### config.mk
export PLATFORM = sky130hd
export DESIGN_NAME = cnn_pool_top
export DESIGN_NICKNAME = d
export VERILOG_FILES = /design/src/cnn_pool_pkg.sv /design/src/pixel_stream_if.sv /design/src/relu_stage.sv /design/src/stream_fifo.sv /design/src/max_pooling.sv /design/src/cnn_pool_top.sv
export VERILOG_INCLUDE_DIRS = /design/src
export SDC_FILE = /design/constraint.sdc
export NUM_CORES = 1
export LEC_CHECK = 0
export BUFFER_PORTS_ARGS = -buffer_cell sky130_fd_sc_hd__buf_2
export CORE_MARGIN = 5
export CORE_UTILIZATION = 30
export CTS_CLUSTER_SIZE = 30
export DETAILED_ROUTE_END_ITERATION = 10
export SETUP_SLACK_MARGIN = 0.4
export SLEW_MARGIN = 20
export SYNTH_ARGS = -nofsm -noshare
export SYNTH_HDL_FRONTEND = slang
export SYNTH_SLANG_ARGS = --single-unit
### constraint.sdc
create_clock -name clk -period 17.5 [get_ports clk]
set_clock_uncertainty 0.1 [all_clocks]
set_input_delay 2.625 -clock clk [delete_from_list [all_inputs] [get_ports clk]]
set_output_delay 2.625 -clock clk [all_outputs]
set_load 0.005 [all_outputs]
### src/pool_defines.svh
`ifndef POOL_DEFINES_SVH
`define POOL_DEFINES_SVH

////////////////////////////////////////////////////////////
// Pixel format
////////////////////////////////////////////////////////////

// Channels carried side by side per pixel position
`define CI          3

// Bits per signed channel value
`define IF_BW       16

////////////////////////////////////////////////////////////
// Frame and pooling geometry
////////////////////////////////////////////////////////////

// Frame size in pixels with both sides even
`define IMG_W       8
`define IMG_H       6

// Only a pooling window side of 2 is supported
`define POOL_K      2

// Entries in the stream FIFO array without the output slot
`define FIFO_DEPTH  4

`endif

### src/cnn_pool_pkg.sv
`include "pool_defines.svh"

package cnn_pool_pkg;

    // One signed channel value
    typedef logic signed [`IF_BW-1:0] pixel_t;

    // All channels of one pixel position with channel 0 in the low bits
    typedef pixel_t [`CI-1:0] pixel_vec_t;

endpackage

### src/pixel_stream_if.sv
`include "pool_defines.svh"

interface pixel_stream_if (
    input logic clk
);

    // Handshake pair that transfers when both are high at a rising edge
    logic                     valid;
    logic                     ready;

    // Payload held stable while valid is high and ready is low
    cnn_pool_pkg::pixel_vec_t data;

    // Sending side of a link
    modport src (
        input  clk,
        output valid,
        output data,
        input  ready
    );

    // Receiving side of a link
    modport dst (
        input  clk,
        input  valid,
        input  data,
        output ready
    );

endinterface

### src/relu_stage.sv
`include "pool_defines.svh"

module relu_stage (
    input  logic                     clk,
    input  logic                     reset_n,

    input  logic                     i_in_valid,
    input  cnn_pool_pkg::pixel_vec_t i_in_pixel,
    output logic                     o_in_ready,

    pixel_stream_if.src              o_out
);

    logic                     out_valid;
    cnn_pool_pkg::pixel_vec_t out_data;
    cnn_pool_pkg::pixel_vec_t relu_data;
    logic                     accept;

    ////////////////////////////////////////////////////////////
    // Rectifier
    ////////////////////////////////////////////////////////////

    // Sign bit turns a negative channel into zero
    always_comb begin
        for (int c = 0; c < `CI; c++) begin
            if (i_in_pixel[c][`IF_BW-1]) begin
                relu_data[c] = '0;
            end else begin
                relu_data[c] = i_in_pixel[c];
            end
        end
    end

    ////////////////////////////////////////////////////////////
    // Single output slot
    ////////////////////////////////////////////////////////////

    // Slot can take a new vector when empty or being drained now
    assign o_in_ready = !out_valid || o_out.ready;
    assign accept     = i_in_valid && o_in_ready;

    always_ff @(posedge clk or negedge reset_n) begin
        if (!reset_n) begin
            out_valid <= 1'b0;
        end else if (o_in_ready) begin
            out_valid <= i_in_valid;
        end
    end

    // Payload register
    always_ff @(posedge clk) begin
        if (accept) begin
            out_data <= relu_data;
        end
    end

    assign o_out.valid = out_valid;
    assign o_out.data  = out_data;

endmodule

### src/stream_fifo.sv
`include "pool_defines.svh"

module stream_fifo (
    input  logic         clk,
    input  logic         reset_n,

    pixel_stream_if.dst  i_wr,
    pixel_stream_if.src  o_rd
);

    localparam int AW = $clog2(`FIFO_DEPTH);
    localparam logic [AW:0]   DEPTH    = (AW + 1)'(`FIFO_DEPTH);
    localparam logic [AW-1:0] PTR_LAST = AW'(`FIFO_DEPTH - 1);

    cnn_pool_pkg::pixel_vec_t mem [`FIFO_DEPTH];

    logic [AW-1:0]            wr_ptr;
    logic [AW-1:0]            rd_ptr;
    logic [AW:0]              count;
    logic                     push;
    logic                     load;
    logic                     out_valid;
    cnn_pool_pkg::pixel_vec_t out_data;

    ////////////////////////////////////////////////////////////
    // Handshake decode
    ////////////////////////////////////////////////////////////

    // Move head of the array into the slot when the slot frees up
    assign load = (count != '0) && (!out_valid || o_rd.ready);

    // A full array still accepts if its head leaves in this cycle
    assign i_wr.ready = (count != DEPTH) || load;
    assign push       = i_wr.valid && i_wr.ready;

    ////////////////////////////////////////////////////////////
    // Pointers and occupancy
    ////////////////////////////////////////////////////////////

    always_ff @(posedge clk or negedge reset_n) begin
        if (!reset_n) begin
            wr_ptr <= '0;
            rd_ptr <= '0;
            count  <= '0;
        end else begin
            if (push) begin
                wr_ptr <= (wr_ptr == PTR_LAST) ? '0 : wr_ptr + 1'b1;
            end
            if (load) begin
                rd_ptr <= (rd_ptr == PTR_LAST) ? '0 : rd_ptr + 1'b1;
            end
            case ({push, load})
                2'b10:   count <= count + 1'b1;
                2'b01:   count <= count - 1'b1;
                default: count <= count;
            endcase
        end
    end

    // Storage array
    always_ff @(posedge clk) begin
        if (push) begin
            mem[wr_ptr] <= i_wr.data;
        end
    end

    ////////////////////////////////////////////////////////////
    // Registered read slot
    ////////////////////////////////////////////////////////////

    always_ff @(posedge clk or negedge reset_n) begin
        if (!reset_n) begin
            out_valid <= 1'b0;
        end else if (load) begin
            out_valid <= 1'b1;
        end else if (o_rd.ready) begin
            out_valid <= 1'b0;
        end
    end

    always_ff @(posedge clk) begin
        if (load) begin
            out_data <= mem[rd_ptr];
        end
    end

    assign o_rd.valid = out_valid;
    assign o_rd.data  = out_data;

endmodule

### src/max_pooling.sv
`include "pool_defines.svh"

module max_pooling (
    input  logic                     clk,
    input  logic                     reset_n,

    pixel_stream_if.dst              i_in,

    output logic                     o_pool_valid,
    output cnn_pool_pkg::pixel_vec_t o_pool_data,
    output logic                     o_pool_last,
    input  logic                     i_pool_ready
);

    localparam int CW     = $clog2(`IMG_W);
    localparam int RW     = $clog2(`IMG_H);
    localparam int LINE_N = `IMG_W / `POOL_K;

    localparam logic [CW-1:0] COL_LAST = CW'(`IMG_W - 1);
    localparam logic [RW-1:0] ROW_LAST = RW'(`IMG_H - 1);

    // Half-row of horizontal pair maxima from the even row
    cnn_pool_pkg::pixel_vec_t line_mem [LINE_N];

    logic [CW-1:0]            col;
    logic [RW-1:0]            row;
    logic                     col_last;
    logic                     row_last;
    logic                     accept;
    logic                     odd_col;
    logic                     odd_row;
    logic [CW-2:0]            pair_idx;
    cnn_pool_pkg::pixel_vec_t left_pixel;
    cnn_pool_pkg::pixel_vec_t pair_max;
    cnn_pool_pkg::pixel_vec_t block_max;
    logic                     block_done;

    // Channel-wise signed maximum of two vectors
    function automatic cnn_pool_pkg::pixel_vec_t vec_max(
        input cnn_pool_pkg::pixel_vec_t a,
        input cnn_pool_pkg::pixel_vec_t b
    );
        cnn_pool_pkg::pixel_vec_t m;
        for (int c = 0; c < `CI; c++) begin
            m[c] = ($signed(a[c]) > $signed(b[c])) ? a[c] : b[c];
        end
        return m;
    endfunction

    ////////////////////////////////////////////////////////////
    // Raster position
    ////////////////////////////////////////////////////////////

    // Stall input only while a pooled result waits downstream
    assign i_in.ready = !o_pool_valid || i_pool_ready;
    assign accept     = i_in.valid && i_in.ready;

    assign col_last = (col == COL_LAST);
    assign row_last = (row == ROW_LAST);
    assign odd_col  = col[0];
    assign odd_row  = row[0];
    assign pair_idx = col[CW-1:1];

    always_ff @(posedge clk or negedge reset_n) begin
        if (!reset_n) begin
            col <= '0;
            row <= '0;
        end else if (accept) begin
            if (col_last) begin
                col <= '0;
                row <= row_last ? '0 : row + 1'b1;
            end else begin
                col <= col + 1'b1;
            end
        end
    end

    ////////////////////////////////////////////////////////////
    // Pair and block maxima
    ////////////////////////////////////////////////////////////

    assign pair_max   = vec_max(left_pixel, i_in.data);
    assign block_max  = vec_max(line_mem[pair_idx], pair_max);
    assign block_done = accept && odd_col && odd_row;

    // Left half of the pair, then the even-row line buffer
    always_ff @(posedge clk) begin
        if (accept && !odd_col) begin
            left_pixel <= i_in.data;
        end
        if (accept && odd_col && !odd_row) begin
            line_mem[pair_idx] <= pair_max;
        end
    end

    ////////////////////////////////////////////////////////////
    // Output register
    ////////////////////////////////////////////////////////////

    always_ff @(posedge clk or negedge reset_n) begin
        if (!reset_n) begin
            o_pool_valid <= 1'b0;
            o_pool_last  <= 1'b0;
        end else if (block_done) begin
            o_pool_valid <= 1'b1;
            // Bottom-right block closes the frame
            o_pool_last  <= col_last && row_last;
        end else if (i_pool_ready) begin
            o_pool_valid <= 1'b0;
            o_pool_last  <= 1'b0;
        end
    end

    always_ff @(posedge clk) begin
        if (block_done) begin
            o_pool_data <= block_max;
        end
    end

endmodule

### src/cnn_pool_top.sv
`include "pool_defines.svh"

module cnn_pool_top (
    input  logic                     clk,
    input  logic                     reset_n,

    // Raster pixel input
    input  logic                     i_in_valid,
    input  cnn_pool_pkg::pixel_vec_t i_in_pixel,
    output logic                     o_in_ready,

    // Pooled output with one vector per 2x2 block
    output logic                     o_pool_valid,
    output cnn_pool_pkg::pixel_vec_t o_pool_data,
    output logic                     o_pool_last,
    input  logic                     i_pool_ready
);

    ////////////////////////////////////////////////////////////
    // Internal links
    ////////////////////////////////////////////////////////////

    pixel_stream_if relu_to_fifo (.clk(clk));
    pixel_stream_if fifo_to_pool (.clk(clk));

    ////////////////////////////////////////////////////////////
    // Pipeline stages
    ////////////////////////////////////////////////////////////

    // ReLU and input register
    relu_stage u_relu (
        .clk        (clk),
        .reset_n    (reset_n),
        .i_in_valid (i_in_valid),
        .i_in_pixel (i_in_pixel),
        .o_in_ready (o_in_ready),
        .o_out      (relu_to_fifo.src)
    );

    // Elastic buffer between the stages
    stream_fifo u_fifo (
        .clk     (clk),
        .reset_n (reset_n),
        .i_wr    (relu_to_fifo.dst),
        .o_rd    (fifo_to_pool.src)
    );

    // 2x2 stride 2 max pooling
    max_pooling u_pool (
        .clk          (clk),
        .reset_n      (reset_n),
        .i_in         (fifo_to_pool.dst),
        .o_pool_valid (o_pool_valid),
        .o_pool_data  (o_pool_data),
        .o_pool_last  (o_pool_last),
        .i_pool_ready (i_pool_ready)
    );

endmodule

==> results of run 1 <==
-- per-stage QoR --
stage / area, sq um / cells
3_5_place_dp: 24800 / 2320
3_3_place_gp: 24800 / 2320
4_1_cts: 26400 / 2410
5_1_grt: 26400 / 2411
6_report: 26400 / 2411
2_1_floorplan: 23000 / 1210
-- worst max-delay path, stage by stage --
cell	delay, ns
buf_2	0.11
nor2b_1	0.35
nand2_1	0.15
nand4b_1	0.31
inv_1	0.10
nand2_1	0.09
buf_2	0.16
-- sequential cells by signal, summed over array words and instances, names as in the netlist, 3 cells and up --
register,count
u_relu.o_out.data,45
u_fifo.o_rd.data,45
u_pool.row,3
u_pool.line_mem,180
u_pool.left_pixel,45
u_fifo.count,3
u_pool.o_pool_data,45
u_fifo.mem,180
u_pool.col,3
-- routing by layer --
layer	routed length, um	up-vias	share of wire [%]	track usage [%]
li1	-	5003	-	-
met5	13	-	0.031	0
met3	1280	58	3.1	1.35
met2	21500	145	51	17.8
met1	18400	5409	44	13.2
met4	890	2	2.1	2.79
-- report_power, final --
part           leakage (nW)  switching, mW  internal (mW)
Combinational          3.35           1.24           1.02
Clock                 0.778          0.463          0.592
Sequential             5.27          0.177           2.16
-- layout make-up --
type                            instances  area [sq um]
Inverter                              101           379
Multi-Input combinational cell        516          5840
Tap cell                             1030          1290
Timing Repair Buffer                  117           634
Clock inverter                         27           223
Fill cell                            7112         49600
Clock buffer                           63          1350
Sequential cell                       557         16600
-- logic make-up (layout without fill, tap and decap cells) --
logic type | count (synthesis) | after routing
buffers and inverters | 137 | 308
adders and majority gates | 99 | 99
DFF | 557 | 557
xor gates and xnor gates | 4 | 4
other | 1 | 3
AOI/OAI and AO/OA | 85 | 85
and+or+nand+nor | 142 | 142
muxes | 183 | 183
-- cell usage in the layout (no fill, tap or decap), types with 10 or more instances in the layout --
master     Yosys  routed
dfrtp_1       17      13
nor2b_1       49      49
mux2_4        10      10
clkinv_1       0      11
edfxtp_1     540     540
buf_4          3      17
nand2_1       25      25
mux4_2        90      90
clkbuf_16      0      51
nand3_1       11      11
buf_2         10      99
a21oi_1       29      27
inv_1        101     100
nand4_1       14      14
a21o_1        24      24
ha_1          98      98
mux2_2        83      83
nor2_1        14      12
-- worst max path at each step --
stage	from	to	slack, ns	cells past startpoint
floorplan	i_pool_ready	u_pool.line_mem[2][0]$_DFFE_PP_	8.95	5
global placement	i_pool_ready	o_in_ready	10.80	7
detailed placement	i_pool_ready	o_in_ready	10.83	7
CTS	i_pool_ready	o_in_ready	10.81	7
global route	i_pool_ready	o_in_ready	10.72	7
finish	i_pool_ready	o_in_ready	10.88	7
==> flow_summary.toml, run 1 <==
[critical_path]
rr_startpoint = "u_fifo.o_rd.data[33]$_DFFE_PP_"
cp-start-kind = "input pin"
endpoint_kind = "output pin"
cp.required_ns = 14.78
worst-setup-path-type = "in -> out"
r2r_setup_slack_ns = 12.43
critical_path_arrival_ns = 3.89
path_max_fanout = 6
r2r_end = "u_pool.o_pool_data[46]$_DFFE_PP_"
reg2reg_depth = 16

[timing]
finalSetupViolCount = 0
period_needed_ns = 6.62
whs_ns = 0.378
hold_viol = 0
tns_ns = 0
relSlewSlack_pct = 32.1
slew_viol_final = 0
min_period_over_period_pct = 37.8
worst_pin_slew_ns = 1.02
grt_setup_unrepaired = "false"
setup_slack_ns = 10.88
fmax_mhz = 151

[yosys]
syn_area_sq_mm = 0.0230
synth.top_cell.area_share_pct = 70.6
synthFlopType = "edfxtp_1"
synth-xor-area-share_pct = 0.152
syn-instance-count = 1208
synth-simple-area-share_pct = 3.52
synth_cell_types = 49
synthArstFlopShare_pct = 3.05
synth-seq-cells = 557
synth_most_common_cell = "edfxtp_1"
synth_area_leader_cell = "edfxtp_1"
yosys_warnings = 0
ys_top_cells_by_area = "edfxtp_1 (71%), mux4_2 (8.8%), ha_1 (5.3%), mux2_2 (4.1%), dfrtp_1 (1.9%)"
synth.area.mux_share_pct = 13.5
ys_seq_area_share_pct = 72.4
synthAdderAreaFrac_pct = 5.42
ys_top_cells_by_count = "edfxtp_1 (540), inv_1 (101), ha_1 (98)"
synth_top_family_by_area = "multiplexers"
avgSynthCellArea_sq_um = 19.0
synth_edf_count = 540
synth_compound_area_share_pct = 2.51

[route]
vias_per_cell = 4.40
wl_um = 42100
drc = 0
final_antenna_net_count = 0
vias = 10617
drtPass1Iterations = 4
dr.first_iter.drc_count = 520
wl_per_cell_um = 17.4

[layout]
layout-drive-gt1-share_pct = 28.5
fin_nets = 1494
n_antenna_cell = 0
syn2layout_area_growth_pct = 14.7
fin_util_pct = 34.7

[clock_tree]
clk_pin_slew_worst_paths_ns = 0.06
clk_latency_ns = 0.57
postCtsSetupRepairBufs = 0
hold_buffers = 0
cts_tree = "yes"
cts_buffers = 50
root_buffer = "clkbuf_16"
clock_sinks = 557
cts.repair.resized = 0
cts_buffer_depth = 3
h-tree-depth = 2

[die]
dieHeight_um = 287
fp.dieW_um = 287
rows = 101
coreArea_sq_mm = 0.0759
start_util_pct = 30.3
io_pins = 103
die-area_sq_mm = 0.0822

[global_routing]
track_usage_pct = 10.1
antenna_found_initial = 2
grt_max_degree = 50
overflow = 0
grt_pass1_vias = 11307
grt_first_pass_wirelength_um = 65700

[min_path]
min_to = "u_pool.left_pixel[14]$_DFFE_PP_"
min_path_cells = 0
min_from = "u_fifo.o_rd.data[14]$_DFFE_PP_"
min_path_type = "reg -> reg"

[placed_design]
io_buffers = 99
dpl.hpwl_um = 27200
dp_slack_ns = 10.83
place_congestion = 0.722

[run]
max_cap_violations = 0

[pwr]
power.density_mw_per_mm2 = 215
leakagePower_nw = 9.40
ir_worst_vdd_mv = 0.0787
total_power_mw = 5.66

[run_status]
status = "finished clean"
(Power assumes the default switching activity.)
==> run 2: changes to the inputs <==
--- a/config.mk
+++ b/config.mk
@@ -6,6 +6,7 @@
 export SDC_FILE = /design/constraint.sdc
 export NUM_CORES = 1
 export LEC_CHECK = 0
+export ABC_AREA = 1
 export BUFFER_PORTS_ARGS = -buffer_cell sky130_fd_sc_hd__buf_2
 export CORE_MARGIN = 5
 export CORE_UTILIZATION = 30
==> constraint.sdc (replaced) <==
create_clock -name clk -period 6.2 [get_ports clk]
set_clock_uncertainty 0.1 [all_clocks]
set_input_delay 0.93 -clock clk [delete_from_list [all_inputs] [get_ports clk]]
set_output_delay 0.93 -clock clk [all_outputs]
set_load 0.005 [all_outputs]
==> run 2 against run 1 <==
Against the previous run: critical endpoint is now u_pool.o_pool_data[27]$_DFFE_PP_; worst hold slack worse by 0.20 ns; area after synthesis is 3.0% higher; die area increased by 2.9%; wire length grew 22%; cell count is 30% higher.
==> flow_summary.toml, run 2 <==
[route]
dr.first_iter.drc_count = 814
wl_per_cell_um = 16.3
wl_met1_um = 23300
vias_per_cell = 4.53
final_antenna_net_count = 0
maxUsedRoutingLayer = "met4"
wl_um = 51200
vias = 14232
route.met2.wl_um = 24800
wl_met3_um = 1890
drc = 0
drtPass1Iterations = 5

[clock_tree]
postCtsSetupRepairBufs = 0
cts_buffer_depth = 3
root_buffer = "clkbuf_16"
clock_sinks = 557
cts_buffers = 51
cts_tree = "yes"
h-tree-depth = 2
clk_pin_slew_worst_paths_ns = 0.06
hold_buffers = 0
cts.repair.resized = 0
clk_latency_ns = 0.58

[layout]
final_common_cell = "edfxtp_1"
fin_nets = 2201
n_antenna_cell = 0
regArea_sq_mm = 0.0166
mostFrequentLayoutCells = "edfxtp_1 (540), nand2_1 (370), inv_1 (238)"
syn2layout_area_growth_pct = 14.5
n_fill_cell = 7673
layout-drive-gt1-share_pct = 10.9
largestRegisters = "u_fifo.mem: 180 flops, u_pool.line_mem: 180 flops"
multi_input_area_sq_mm = 0.00587
fin_util_pct = 34.5

[yosys]
syn-instance-count = 1943
synthArstFlopShare_pct = 3.05
synth_area_leader_cell = "edfxtp_1"
synthFlopType = "edfxtp_1"
avgSynthCellArea_sq_um = 12.2
ys_top_cells_by_area = "edfxtp_1 (69%), nand2_1 (5.9%), ha_1 (5.2%), inv_1 (3.8%), nor2_1 (2.7%)"
syn_area_sq_mm = 0.0237
synth.top_cell.area_share_pct = 68.5
synth-seq-cells = 557
ys_top_cells_by_count = "edfxtp_1 (540), nand2_1 (370), inv_1 (241)"
synth_most_common_cell = "edfxtp_1"
yosys_warnings = 0
ys_seq_area_share_pct = 70.3
synth_cell_types = 34
synth_edf_count = 540

[critical_path]
worst-setup-path-type = "reg -> reg"
cp.required_ns = 6.42
critical_path_arrival_ns = 4.62
path_max_fanout = 16
reg2reg_depth = 16
rr_startpoint = "u_pool.left_pixel[23]$_DFFE_PP_"
r2r_end = "u_pool.o_pool_data[27]$_DFFE_PP_"
cp-start-kind = "flip-flop"
r2r_setup_slack_ns = 1.80
endpoint_kind = "flip-flop"

[die]
die-area_sq_mm = 0.0846
start_util_pct = 30.1
rows = 103
fp.dieW_um = 291
coreArea_sq_mm = 0.0786
io_pins = 103
dieHeight_um = 291

[global_routing]
overflow = 0
track_usage_pct = 11.7
grt_pass1_vias = 14450
grt_first_pass_wirelength_um = 80300
antenna_found_initial = 0
grt_max_degree = 92

[timing]
min_period_over_period_pct = 71.0
whs_ns = 0.177
hold_viol = 0
fmax_mhz = 227
relSlewSlack_pct = 28.0
tns_ns = 0
slew_viol_final = 0
grt_setup_unrepaired = "false"
worst_pin_slew_ns = 1.08
finalSetupViolCount = 0
period_needed_ns = 4.40
setup_slack_ns = 1.80

[min_path]
min_path_type = "in -> async"

[placed_design]
dp_slack_ns = 1.77
dpl.hpwl_um = 33400
io_buffers = 99
place_congestion = 0.897

[run]
max_cap_violations = 0

[run_status]
status = "finished clean"
run 2: changes by cell type after synthesis, sizes merged, moves of 49 or more:
cell and change:
a22oi +72, mux2 -93, inv +142, nand3 +106, nor2b -49, mux4 -90, nand2 +352, o21ai +87
nor2 +162
run 2: how the worst max path moves through the flow:
| stage | startpoint | end | slack (ns) | cells past startpoint |
|---|---|---|---|---|
| 6_report | u_pool.left_pixel[23]$_DFFE_PP_ | u_pool.o_pool_data[27]$_DFFE_PP_ | 1.80 | 16 |
| 5_1_grt | u_fifo.o_rd.data[22]$_DFFE_PP_ | u_pool.o_pool_data[20]$_DFFE_PP_ | 1.42 | 17 |
| 4_1_cts | u_fifo.o_rd.data[23]$_DFFE_PP_ | u_pool.o_pool_data[27]$_DFFE_PP_ | 1.76 | 18 |
| 3_5_place_dp | u_fifo.o_rd.data[17]$_DFFE_PP_ | u_pool.o_pool_data[27]$_DFFE_PP_ | 1.77 | 18 |
| 3_3_place_gp | u_pool.left_pixel[23]$_DFFE_PP_ | u_pool.o_pool_data[19]$_DFFE_PP_ | 1.92 | 16 |
| 2_1_floorplan | i_pool_ready | u_pool.line_mem[2][0]$_DFFE_PP_ | 1.11 | 6 |
run 2: kinds of logic (layout without fill, tap and decap cells):
kind of cell | Yosys count | count (layout) | synth area share [%]
compound gates | 263 | 263 | 6.64
simple gates | 710 | 710 | 12.4
other cells | 1 | 3 | 0.0158
fa+ha+maj | 99 | 99 | 5.26
buf+inv | 310 | 456 | 5.22
xor+xnor | 3 | 3 | 0.111
flops | 557 | 557 | 70.3
run 2: per-stage QoR:
| step | cell area [sq um] | std cells |
|---|---|---|
| 5_1_grt | 27100 | 3141 |
| 6_report | 27100 | 3141 |
| 4_1_cts | 27100 | 3141 |
| 3_3_place_gp | 25400 | 3045 |
| 2_1_floorplan | 23700 | 1945 |
| 3_5_place_dp | 25400 | 3047 |
run 2: layer usage:
layer / GRT usage (%) / vias up
met2: 20.2 / 282
met1: 15.6 / 6857
met5: 0 / -
met4: 3.41 / 0
li1: - / 7019
met3: 1.37 / 74
run 2: final cells by class:
cell class / instances / share of cell area (%)
sequential: 557 / 61.4
multi-input combinational: 1078 / 21.7
clock buffer: 56 / 4.86
tap: 1050 / 4.85
inverter: 243 / 3.37
timing repair buffer: 119 / 2.50
clock inverter: 38 / 1.38
run 2: critical path, cell delays in order (launching register included):
cell      delay (ns)
edfxtp_1        0.41
ha_1            0.34
nand4_1         0.10
nor2_1          0.15
nand4_1         0.52
nand2_2         0.48
nand2_1         0.12
nand2_1         0.14
ha_1            0.28
a21oi_1         0.16
o21ai_0         0.10
a21oi_1         0.14
nand2_1         0.07
nand2_1         0.38
inv_1           0.42
nand2_1         0.15
nand2_1         0.08
Power of run 2 is left out: the tool's default activity adds up to more than one toggle a clock period on the data nets, which glitch-free logic cannot reach.
